`config.mk`:
```
export PLATFORM = sky130hd
export DESIGN_NAME = stage2_pool_core
export DESIGN_NICKNAME = d
export VERILOG_FILES = /design/src/verilog/stage2_types_pkg.sv /design/src/verilog/stage2_ctrl_pkg.sv /design/src/verilog/stage2_sample_rx.sv /design/src/verilog/stage2_activation.sv /design/src/verilog/stage2_pooling.sv /design/src/verilog/stage2_result_fifo.sv /design/src/verilog/stage2_pool_core.sv
export VERILOG_INCLUDE_DIRS = /design/src /design/src/verilog
export SDC_FILE = /design/constraint.sdc
export NUM_CORES = 2
export LEC_CHECK = 0
export ABC_AREA = 1
export BUFFER_PORTS_ARGS = -buffer_cell sky130_fd_sc_hd__buf_2
export CORE_UTILIZATION = 50
export DETAILED_ROUTE_END_ITERATION = 10
export PLACE_DENSITY = 0.67
export SYNTH_ARGS = -nofsm -noshare
export SYNTH_HDL_FRONTEND = slang
export SYNTH_HIERARCHICAL = 1
export SYNTH_SLANG_ARGS = --single-unit
export TNS_END_PERCENT = 1
```
`constraint.sdc`:
```
create_clock -name clk -period 24.3 [get_ports clk]
set_input_delay 1.215 -clock clk [delete_from_list [all_inputs] [get_ports clk]]
set_output_delay 1.215 -clock clk [all_outputs]
set_load 0.02 [all_outputs]
```
`src/verilog/stage2_macros.svh`:
```
`ifndef STAGE2_MACROS_SVH
`define STAGE2_MACROS_SVH

// ============================================================
// frame geometry
// ============================================================
`define ST2_POOL_X        24
`define ST2_POOL_Y        24

// ============================================================
// datapath widths
// ============================================================
// pooled pixel after relu and saturation
`define ST2_POOL_IBW      20
// conv accumulator sample and bias
`define ST2_ACC_BW        24

// ============================================================
// result fifo
// ============================================================
`define ST2_FIFO_DEPTH    16
// free slots kept back for samples still in the pipe
`define ST2_FIFO_MARGIN   3

`endif

```
`src/verilog/stage2_types_pkg.sv`:
```
`include "stage2_macros.svh"

package stage2_types_pkg;

    // ============================================================
    // datapath payload types
    // ============================================================

    // raw conv accumulator sample, two's complement
    typedef logic signed [`ST2_ACC_BW-1:0] acc_t;

    // programmable bias, same width as the accumulator
    typedef logic signed [`ST2_ACC_BW-1:0] bias_t;

    // one extra bit so acc + bias never wraps
    typedef logic signed [`ST2_ACC_BW:0] sum_t;

    // activated / pooled pixel, always non-negative
    typedef logic [`ST2_POOL_IBW-1:0] pix_t;

    // saturation ceiling
    localparam pix_t PIX_MAX = '1;

endpackage

```
`src/verilog/stage2_ctrl_pkg.sv`:
```
package stage2_ctrl_pkg;

    // ============================================================
    // handshake controller states
    // ============================================================

    // input side, four-phase receiver
    typedef enum logic {
        IDLE,
        WAIT_REQ_LOW
    } rx_state_t;

    // output side, four-phase sender on the fifo head
    typedef enum logic [1:0] {
        EMPTY,
        REQ_HIGH,
        WAIT_ACK_LOW
    } tx_state_t;

endpackage

```
`src/verilog/stage2_sample_rx.sv`:
```
`timescale 1ns/1ps

module stage2_sample_rx (
    input  logic                       clk,
    input  logic                       reset_n,
    input  logic                       i_req,
    input  stage2_types_pkg::acc_t     i_data,
    input  logic                       i_almost_full,
    output logic                       o_ack,
    output logic                       o_valid,
    output stage2_types_pkg::acc_t     o_data
);

    stage2_ctrl_pkg::rx_state_t state;

    // set on the edge that raises ack, feeds the valid pulse
    logic take;

    // ============================================================
    // four-phase handshake fsm
    // ============================================================
    always_ff @(posedge clk or negedge reset_n) begin
        if (!reset_n) begin
            state <= stage2_ctrl_pkg::IDLE;
            o_ack <= 1'b0;
            take  <= 1'b0;
        end else begin
            take <= 1'b0;
            case (state)
                stage2_ctrl_pkg::IDLE: begin
                    // hold off while the fifo is close to full
                    if (i_req && !i_almost_full) begin
                        o_ack <= 1'b1;
                        take  <= 1'b1;
                        state <= stage2_ctrl_pkg::WAIT_REQ_LOW;
                    end
                end
                stage2_ctrl_pkg::WAIT_REQ_LOW: begin
                    // sender dropped req, release ack
                    if (!i_req) begin
                        o_ack <= 1'b0;
                        state <= stage2_ctrl_pkg::IDLE;
                    end
                end
                default: begin
                    o_ack <= 1'b0;
                    state <= stage2_ctrl_pkg::IDLE;
                end
            endcase
        end
    end

    // one valid per handshake, a cycle after ack rises
    always_ff @(posedge clk or negedge reset_n) begin
        if (!reset_n) begin
            o_valid <= 1'b0;
        end else begin
            o_valid <= take;
        end
    end

    // capture sample while req still holds it stable
    always_ff @(posedge clk) begin
        if (state == stage2_ctrl_pkg::IDLE && i_req && !i_almost_full) begin
            o_data <= i_data;
        end
    end

endmodule

```
`src/verilog/stage2_activation.sv`:
```
`timescale 1ns/1ps

`include "stage2_macros.svh"

module stage2_activation (
    input  logic                       clk,
    input  logic                       reset_n,
    input  logic                       i_valid,
    input  stage2_types_pkg::acc_t     i_acc,
    input  stage2_types_pkg::bias_t    i_bias,
    output logic                       o_valid,
    output stage2_types_pkg::pix_t     o_pix
);

    stage2_types_pkg::sum_t sum;
    stage2_types_pkg::pix_t pix_next;

    // ============================================================
    // bias add, relu, saturate
    // ============================================================

    // sign-extend both operands before the add
    always_comb begin
        sum = stage2_types_pkg::sum_t'(i_acc) + stage2_types_pkg::sum_t'(i_bias);
    end

    always_comb begin
        if (sum[`ST2_ACC_BW]) begin
            // negative, relu
            pix_next = '0;
        end else if (|sum[`ST2_ACC_BW-1:`ST2_POOL_IBW]) begin
            // bits above pixel range set, clamp
            pix_next = stage2_types_pkg::PIX_MAX;
        end else begin
            pix_next = sum[`ST2_POOL_IBW-1:0];
        end
    end

    // ============================================================
    // output register, one cycle latency
    // ============================================================
    always_ff @(posedge clk or negedge reset_n) begin
        if (!reset_n) begin
            o_valid <= 1'b0;
        end else begin
            o_valid <= i_valid;
        end
    end

    always_ff @(posedge clk) begin
        if (i_valid) begin
            o_pix <= pix_next;
        end
    end

endmodule

```
`src/verilog/stage2_pooling.sv`:
```
`timescale 1ns/1ps

`include "stage2_macros.svh"

module stage2_pooling #(
    parameter int COLS = `ST2_POOL_X,
    parameter int ROWS = `ST2_POOL_Y
) (
    input  logic                       clk,
    input  logic                       reset_n,
    input  logic                       i_valid,
    input  stage2_types_pkg::pix_t     i_pix,
    output logic                       o_valid,
    output stage2_types_pkg::pix_t     o_pix
);

    localparam int COL_W = $clog2(COLS);
    localparam int ROW_W = $clog2(ROWS);

    // raster position of the incoming pixel
    logic [COL_W-1:0] col;
    logic [ROW_W-1:0] row;
    logic [COL_W-1:0] col_left;

    // current row being filled, and the row above it
    stage2_types_pkg::pix_t cur_line  [COLS];
    stage2_types_pkg::pix_t prev_line [COLS];

    // window closes on odd row, odd column
    logic window_done;
    stage2_types_pkg::pix_t window_max;

    // ============================================================
    // max of two pixels
    // ============================================================
    function automatic stage2_types_pkg::pix_t pix_max(
        input stage2_types_pkg::pix_t a,
        input stage2_types_pkg::pix_t b
    );
        return (a > b) ? a : b;
    endfunction

    // ============================================================
    // row / column counters
    // ============================================================
    always_ff @(posedge clk or negedge reset_n) begin
        if (!reset_n) begin
            col <= '0;
            row <= '0;
        end else if (i_valid) begin
            if (col == COL_W'(COLS - 1)) begin
                col <= '0;
                // wrap at frame end, next frame starts at row 0
                if (row == ROW_W'(ROWS - 1)) begin
                    row <= '0;
                end else begin
                    row <= row + 1'b1;
                end
            end else begin
                col <= col + 1'b1;
            end
        end
    end

    // ============================================================
    // line buffers
    // ============================================================

    // start of a row pushes the finished row into prev_line
    always_ff @(posedge clk) begin
        if (i_valid && col == '0) begin
            for (int i = 0; i < COLS; i++) begin
                prev_line[i] <= cur_line[i];
            end
        end
    end

    // store each pixel at its column
    always_ff @(posedge clk) begin
        if (i_valid) begin
            cur_line[col] <= i_pix;
        end
    end

    // ============================================================
    // 2x2 window max
    // ============================================================
    assign col_left    = col - 1'b1;
    assign window_done = i_valid && row[0] && col[0];

    // incoming pixel is the bottom-right corner
    always_comb begin
        window_max = pix_max(pix_max(prev_line[col_left], prev_line[col]),
                             pix_max(cur_line[col_left], i_pix));
    end

    always_ff @(posedge clk or negedge reset_n) begin
        if (!reset_n) begin
            o_valid <= 1'b0;
        end else begin
            o_valid <= window_done;
        end
    end

    always_ff @(posedge clk) begin
        if (window_done) begin
            o_pix <= window_max;
        end
    end

endmodule

```
`src/verilog/stage2_result_fifo.sv`:
```
`timescale 1ns/1ps

`include "stage2_macros.svh"

module stage2_result_fifo (
    input  logic                       clk,
    input  logic                       reset_n,
    input  logic                       i_wr_valid,
    input  stage2_types_pkg::pix_t     i_wr_pix,
    output logic                       o_almost_full,
    output logic                       o_req,
    output stage2_types_pkg::pix_t     o_data,
    input  logic                       i_ack
);

    localparam int DEPTH = `ST2_FIFO_DEPTH;
    localparam int PTR_W = $clog2(DEPTH);
    localparam int CNT_W = $clog2(DEPTH + 1);

    stage2_types_pkg::pix_t mem [DEPTH];

    logic [PTR_W-1:0] wr_ptr;
    logic [PTR_W-1:0] rd_ptr;
    logic [CNT_W-1:0] count;

    logic full;
    logic push;
    logic pop;
    logic load;

    stage2_ctrl_pkg::tx_state_t state;

    // ============================================================
    // occupancy flags
    // ============================================================
    assign full          = (count == CNT_W'(DEPTH));
    // fewer than MARGIN slots left
    assign o_almost_full = (CNT_W'(DEPTH) - count) < CNT_W'(`ST2_FIFO_MARGIN);

    assign push = i_wr_valid && !full;
    // head leaves when the far side acks
    assign pop  = (state == stage2_ctrl_pkg::REQ_HIGH) && i_ack;
    // head latched into o_data when a new transfer starts
    assign load = (state == stage2_ctrl_pkg::EMPTY) && (count != '0);

    // ============================================================
    // storage and pointers
    // ============================================================
    always_ff @(posedge clk) begin
        if (push) begin
            mem[wr_ptr] <= i_wr_pix;
        end
    end

    always_ff @(posedge clk or negedge reset_n) begin
        if (!reset_n) begin
            wr_ptr <= '0;
            rd_ptr <= '0;
            count  <= '0;
        end else begin
            if (push) begin
                wr_ptr <= (wr_ptr == PTR_W'(DEPTH - 1)) ? '0 : wr_ptr + 1'b1;
            end
            if (pop) begin
                rd_ptr <= (rd_ptr == PTR_W'(DEPTH - 1)) ? '0 : rd_ptr + 1'b1;
            end
            // push and pop together leave count alone
            if (push && !pop) begin
                count <= count + 1'b1;
            end else if (pop && !push) begin
                count <= count - 1'b1;
            end
        end
    end

    // ============================================================
    // four-phase sender on the read side
    // ============================================================
    always_ff @(posedge clk or negedge reset_n) begin
        if (!reset_n) begin
            state <= stage2_ctrl_pkg::EMPTY;
            o_req <= 1'b0;
        end else begin
            case (state)
                stage2_ctrl_pkg::EMPTY: begin
                    if (load) begin
                        o_req <= 1'b1;
                        state <= stage2_ctrl_pkg::REQ_HIGH;
                    end
                end
                stage2_ctrl_pkg::REQ_HIGH: begin
                    if (i_ack) begin
                        o_req <= 1'b0;
                        state <= stage2_ctrl_pkg::WAIT_ACK_LOW;
                    end
                end
                stage2_ctrl_pkg::WAIT_ACK_LOW: begin
                    // wait out the ack before the next req
                    if (!i_ack) begin
                        state <= stage2_ctrl_pkg::EMPTY;
                    end
                end
                default: begin
                    o_req <= 1'b0;
                    state <= stage2_ctrl_pkg::EMPTY;
                end
            endcase
        end
    end

    // data held from req rise through ack fall
    always_ff @(posedge clk) begin
        if (load) begin
            o_data <= mem[rd_ptr];
        end
    end

endmodule

```
`src/verilog/stage2_pool_core.sv`:
```
`timescale 1ns/1ps

module stage2_pool_core (
    input  logic                       clk,
    input  logic                       reset_n,
    input  stage2_types_pkg::bias_t    i_bias,
    input  logic                       i_in_req,
    input  stage2_types_pkg::acc_t     i_in_data,
    output logic                       o_in_ack,
    output logic                       o_out_req,
    output stage2_types_pkg::pix_t     o_out_data,
    input  logic                       i_out_ack
);

    // receiver to activation
    logic                       rx_valid;
    stage2_types_pkg::acc_t     rx_data;

    // activation to pooling
    logic                       act_valid;
    stage2_types_pkg::pix_t     act_pix;

    // pooling to fifo
    logic                       pool_valid;
    stage2_types_pkg::pix_t     pool_pix;

    // fifo back-pressure to receiver
    logic                       fifo_almost_full;

    // ============================================================
    // input link
    // ============================================================
    stage2_sample_rx stage2_sample_rx_inst (
        .clk           (clk),
        .reset_n       (reset_n),
        .i_req         (i_in_req),
        .i_data        (i_in_data),
        .i_almost_full (fifo_almost_full),
        .o_ack         (o_in_ack),
        .o_valid       (rx_valid),
        .o_data        (rx_data)
    );

    // ============================================================
    // datapath
    // ============================================================
    stage2_activation stage2_activation_inst (
        .clk     (clk),
        .reset_n (reset_n),
        .i_valid (rx_valid),
        .i_acc   (rx_data),
        .i_bias  (i_bias),
        .o_valid (act_valid),
        .o_pix   (act_pix)
    );

    // frame size from the macro defaults
    stage2_pooling stage2_pooling_inst (
        .clk     (clk),
        .reset_n (reset_n),
        .i_valid (act_valid),
        .i_pix   (act_pix),
        .o_valid (pool_valid),
        .o_pix   (pool_pix)
    );

    // ============================================================
    // result buffer and output link
    // ============================================================
    stage2_result_fifo stage2_result_fifo_inst (
        .clk           (clk),
        .reset_n       (reset_n),
        .i_wr_valid    (pool_valid),
        .i_wr_pix      (pool_pix),
        .o_almost_full (fifo_almost_full),
        .o_req         (o_out_req),
        .o_data        (o_out_data),
        .i_ack         (i_out_ack)
    );

endmodule

```
==> metrics <==
run status finished clean; ys flop type edfxtp_1; routed len/inst approximately 21 um; Setup CP Type flip-flop to flip-flop; share of the synthesized area in the top cell type 0.6129; Netlist cell types 47; clock sinks 1556; hold_buf cts 0; All-Layer GR Usage 0.2789; PwrDens about 150 nW/um^2; Final min period a little under 10 ns; synth top area cells edfxtp_1 (61%), nand2_1 (14%), nand3_1 (8.3%), inv_1 (5.3%), buf_2 (1.8%); Fin. Hold Viols 0; Synth area leader edfxtp_1; syn nets around 8.0k; global-route wire length before repair about 320000 um; nets@finish 7980; Avg Inst Size Synth ~9.5 sq um; Residual DRC 0; row cnt around 140; DRT Wirelength 211800 um; Reg2Reg Depth 30; clock buffer depth 3; Final Max Slew Viols 0; CTS Buf Count around 160; setup TNS 0 ns; initial antenna violation count 6; Setup-failing EPs final 0; layout cells sized above 1 0.06689; initial cell density of the core 0.5045; Slew @ Worst Pin between 1 and 1.5 ns; Hold Path Depth 0; internal reg-to-reg setup slack around 15 ns; RSZ-0062 raised after global routing false; max cap viols 0; HP Class flip-flop to flip-flop; FFs w/ async S/R, synth 0.02057; clock root buffer master clkbuf_16; Post-Syn Instances 7888; total chip power around 12 mW; initial DRC count roughly 6.6k; Arr. time, crit path 10.41 ns; worst vdd ir 0.2905 mV; die area 150900 sq um; Clock Skews around 0.052 ns; Buf+Inv Stages, Crit Path 5; core area around 150000 sq um; Worst Path Max Fanout 133; sequential share of the synthesized area 0.6236; Slowest-stage cell, CP dfrtp_4; post-cts sizing count 0; DRT Pass-1 Iters 8; Worst setup SP type flip-flop; Most Frequent Cell on Critical Path nand2_1; number of port buffers 73; Clock Latency Late Sink 0.83 ns; Layout Cells excl Fill 9883; I/O pins 74; synthesized flop and latch total about 1.6k; dpl cells around 9.6k; largest net degree at the start of global routing 212; EDFF count, synth 1524; area growth from synthesis to layout 9.446%; routability congestion estimate from global placement just over 0.9; critical path depth 30; Reg clk slew, reported paths 0.06 ns; # diodes 0; Max Freq 102.4 MHz; post-synth design cell area about 75000 sq um; CP delay by family, top simple AND/OR/NAND/NOR gates; Die Height ~400 um; vias in the first global route approximately 52k; H-tree level count 4; gr ovfl total 0; final clock period utilization by the worst path 0.4017; Detailed Place HPWL 127500 um; postcts setup bufs 0; Leak 34.62 nW; die width ~390 um; slew margin rel. 0.1326; DR vias/cell 5.548; CP Capture Type flip-flop; CP required about 25 ns; largest stage delay on the critical path roughly 0.94 ns; total number of vias ~55k; Routed Antenna Nets 0; Yosys warnings 6; CTS tree done
==> layout make-up <==
class	instances	area, sq um
Tap cell	1930	2415
Timing Repair Buffer	186	1264
Clock buffer	214	4354
Inverter	1089	4129
Fill cell	12600	66290
Multi-Input combinational cell	4827	21980
Clock inverter	81	998.5
Sequential cell	1556	46580
==> state kept, by name (all words and copies together) (netlist names), 20 cells and up <==
register                        count
stage2_pooling_inst/o_pix          20
stage2_pooling_inst/cur_line      640
stage2_result_fifo_inst/mem       320
stage2_activation_inst/o_pix       20
stage2_result_fifo_inst/o_data     20
stage2_pooling_inst/prev_line     480
stage2_sample_rx_inst/o_data       24
==> synth_stat cells, types with 21 or more instances <==
cell / n
nand2_1: 2733
edfxtp_1: 1524
nand3_1: 1244
inv_1: 1064
buf_2: 269
nor2_1: 230
o21ai_0: 154
a21oi_1: 127
ha_1: 102
o211ai_1: 66
clkbuf_1: 53
buf_4: 35
buf_6: 32
dfrtp_1: 32
buf_1: 27
and2_1: 21
nand4_1: 21
==> cell families after synthesis <==
| group | synth area share |
|---|---|
| XOR/XNOR | 0.002798 |
| buffers and inverters | 0.08531 |
| multiplexers | 0.0001341 |
| AO/OA/AOI/OAI | 0.02911 |
| flip-flops | 0.6236 |
| AND/OR/NAND/NOR | 0.2414 |
| adder cells (fa/ha/maj) | 0.01763 |
==> per-layer routing <==
metal  track usage  vias up  share of wire
li1              -    25670              -
met1        0.3755    26060           0.40
met2        0.4424     2619           0.46
met3       0.04592      476          0.094
met4        0.1318        4          0.047
met5             0        -        0.00013
==> placed cells by master, fill, tap and decap left out, drive strengths merged, types with 11 or more instances in the layout <==
cell type | Yosys | routed
o211ai | 67 | 67
nand4 | 21 | 21
o21ai | 175 | 175
xnor2 | 12 | 12
nand3 | 1245 | 1245
buf | 363 | 186
inv | 1075 | 1080
clkinv | 14 | 71
ha | 102 | 102
nor2 | 247 | 247
or2 | 16 | 16
dfrtp | 32 | 32
nand2 | 2746 | 2746
and2 | 21 | 21
edfxtp | 1524 | 1524
xor2 | 11 | 11
a21oi | 130 | 130
clkbuf | 53 | 214
bufinv | 0 | 14
==> metrics by stage <==
step	hold slack, ns	area, sq um	util	worst slack [ns]
after floorplan	0.3312	74670	-	1.567
after global placement	0.3334	76370	0.5160	14.82
after detailed placement	0.3458	76370	0.5160	14.73
after CTS	0.3590	81720	0.5521	14.66
after global routing	0.3777	81720	0.5521	14.05
final	0.3549	81720	0.5521	14.54
==> worst register-to-register path: cells and delay by family, from the launching register on <==
| family | cells | cell delay (ns) |
|---|---|---|
| AO/OA/AOI/OAI | 1 | 0.17 |
| flip-flops | 1 | 0.94 |
| adder cells (fa/ha/maj) | 3 | 1.47 |
| AND/OR/NAND/NOR | 21 | 4.34 |
| buffers and inverters | 5 | 2.70 |
==> where the power goes <==
| part | internal (mW) | total, mW | switching [mW] | leakage, nW |
|---|---|---|---|---|
| clock | 1.43 | 2.49 | 1.06 | 2.58 |
| sequential | 3.30 | 3.44 | 0.133 | 14.1 |
| combinational | 1.80 | 6.50 | 4.70 | 17.9 |
| total | 6.53 | 12.4 | 5.89 | 34.6 |
==> path summary, 6_finish.rpt <==
path	from	endpoint
setup reg to reg	stage2_pooling_inst/col[1]	stage2_pooling_inst/o_pix[6]
setup / recovery	stage2_pooling_inst/col[1]	stage2_pooling_inst/o_pix[6]
min in group asynchronous	reset_n	stage2_result_fifo_inst/rd_ptr[0]
max in group asynchronous	reset_n	stage2_pooling_inst/col[0]
hold / removal	stage2_sample_rx_inst/take	stage2_sample_rx_inst/o_valid
hold reg to reg	stage2_sample_rx_inst/take	stage2_sample_rx_inst/o_valid
(Power assumes the default switching activity.)
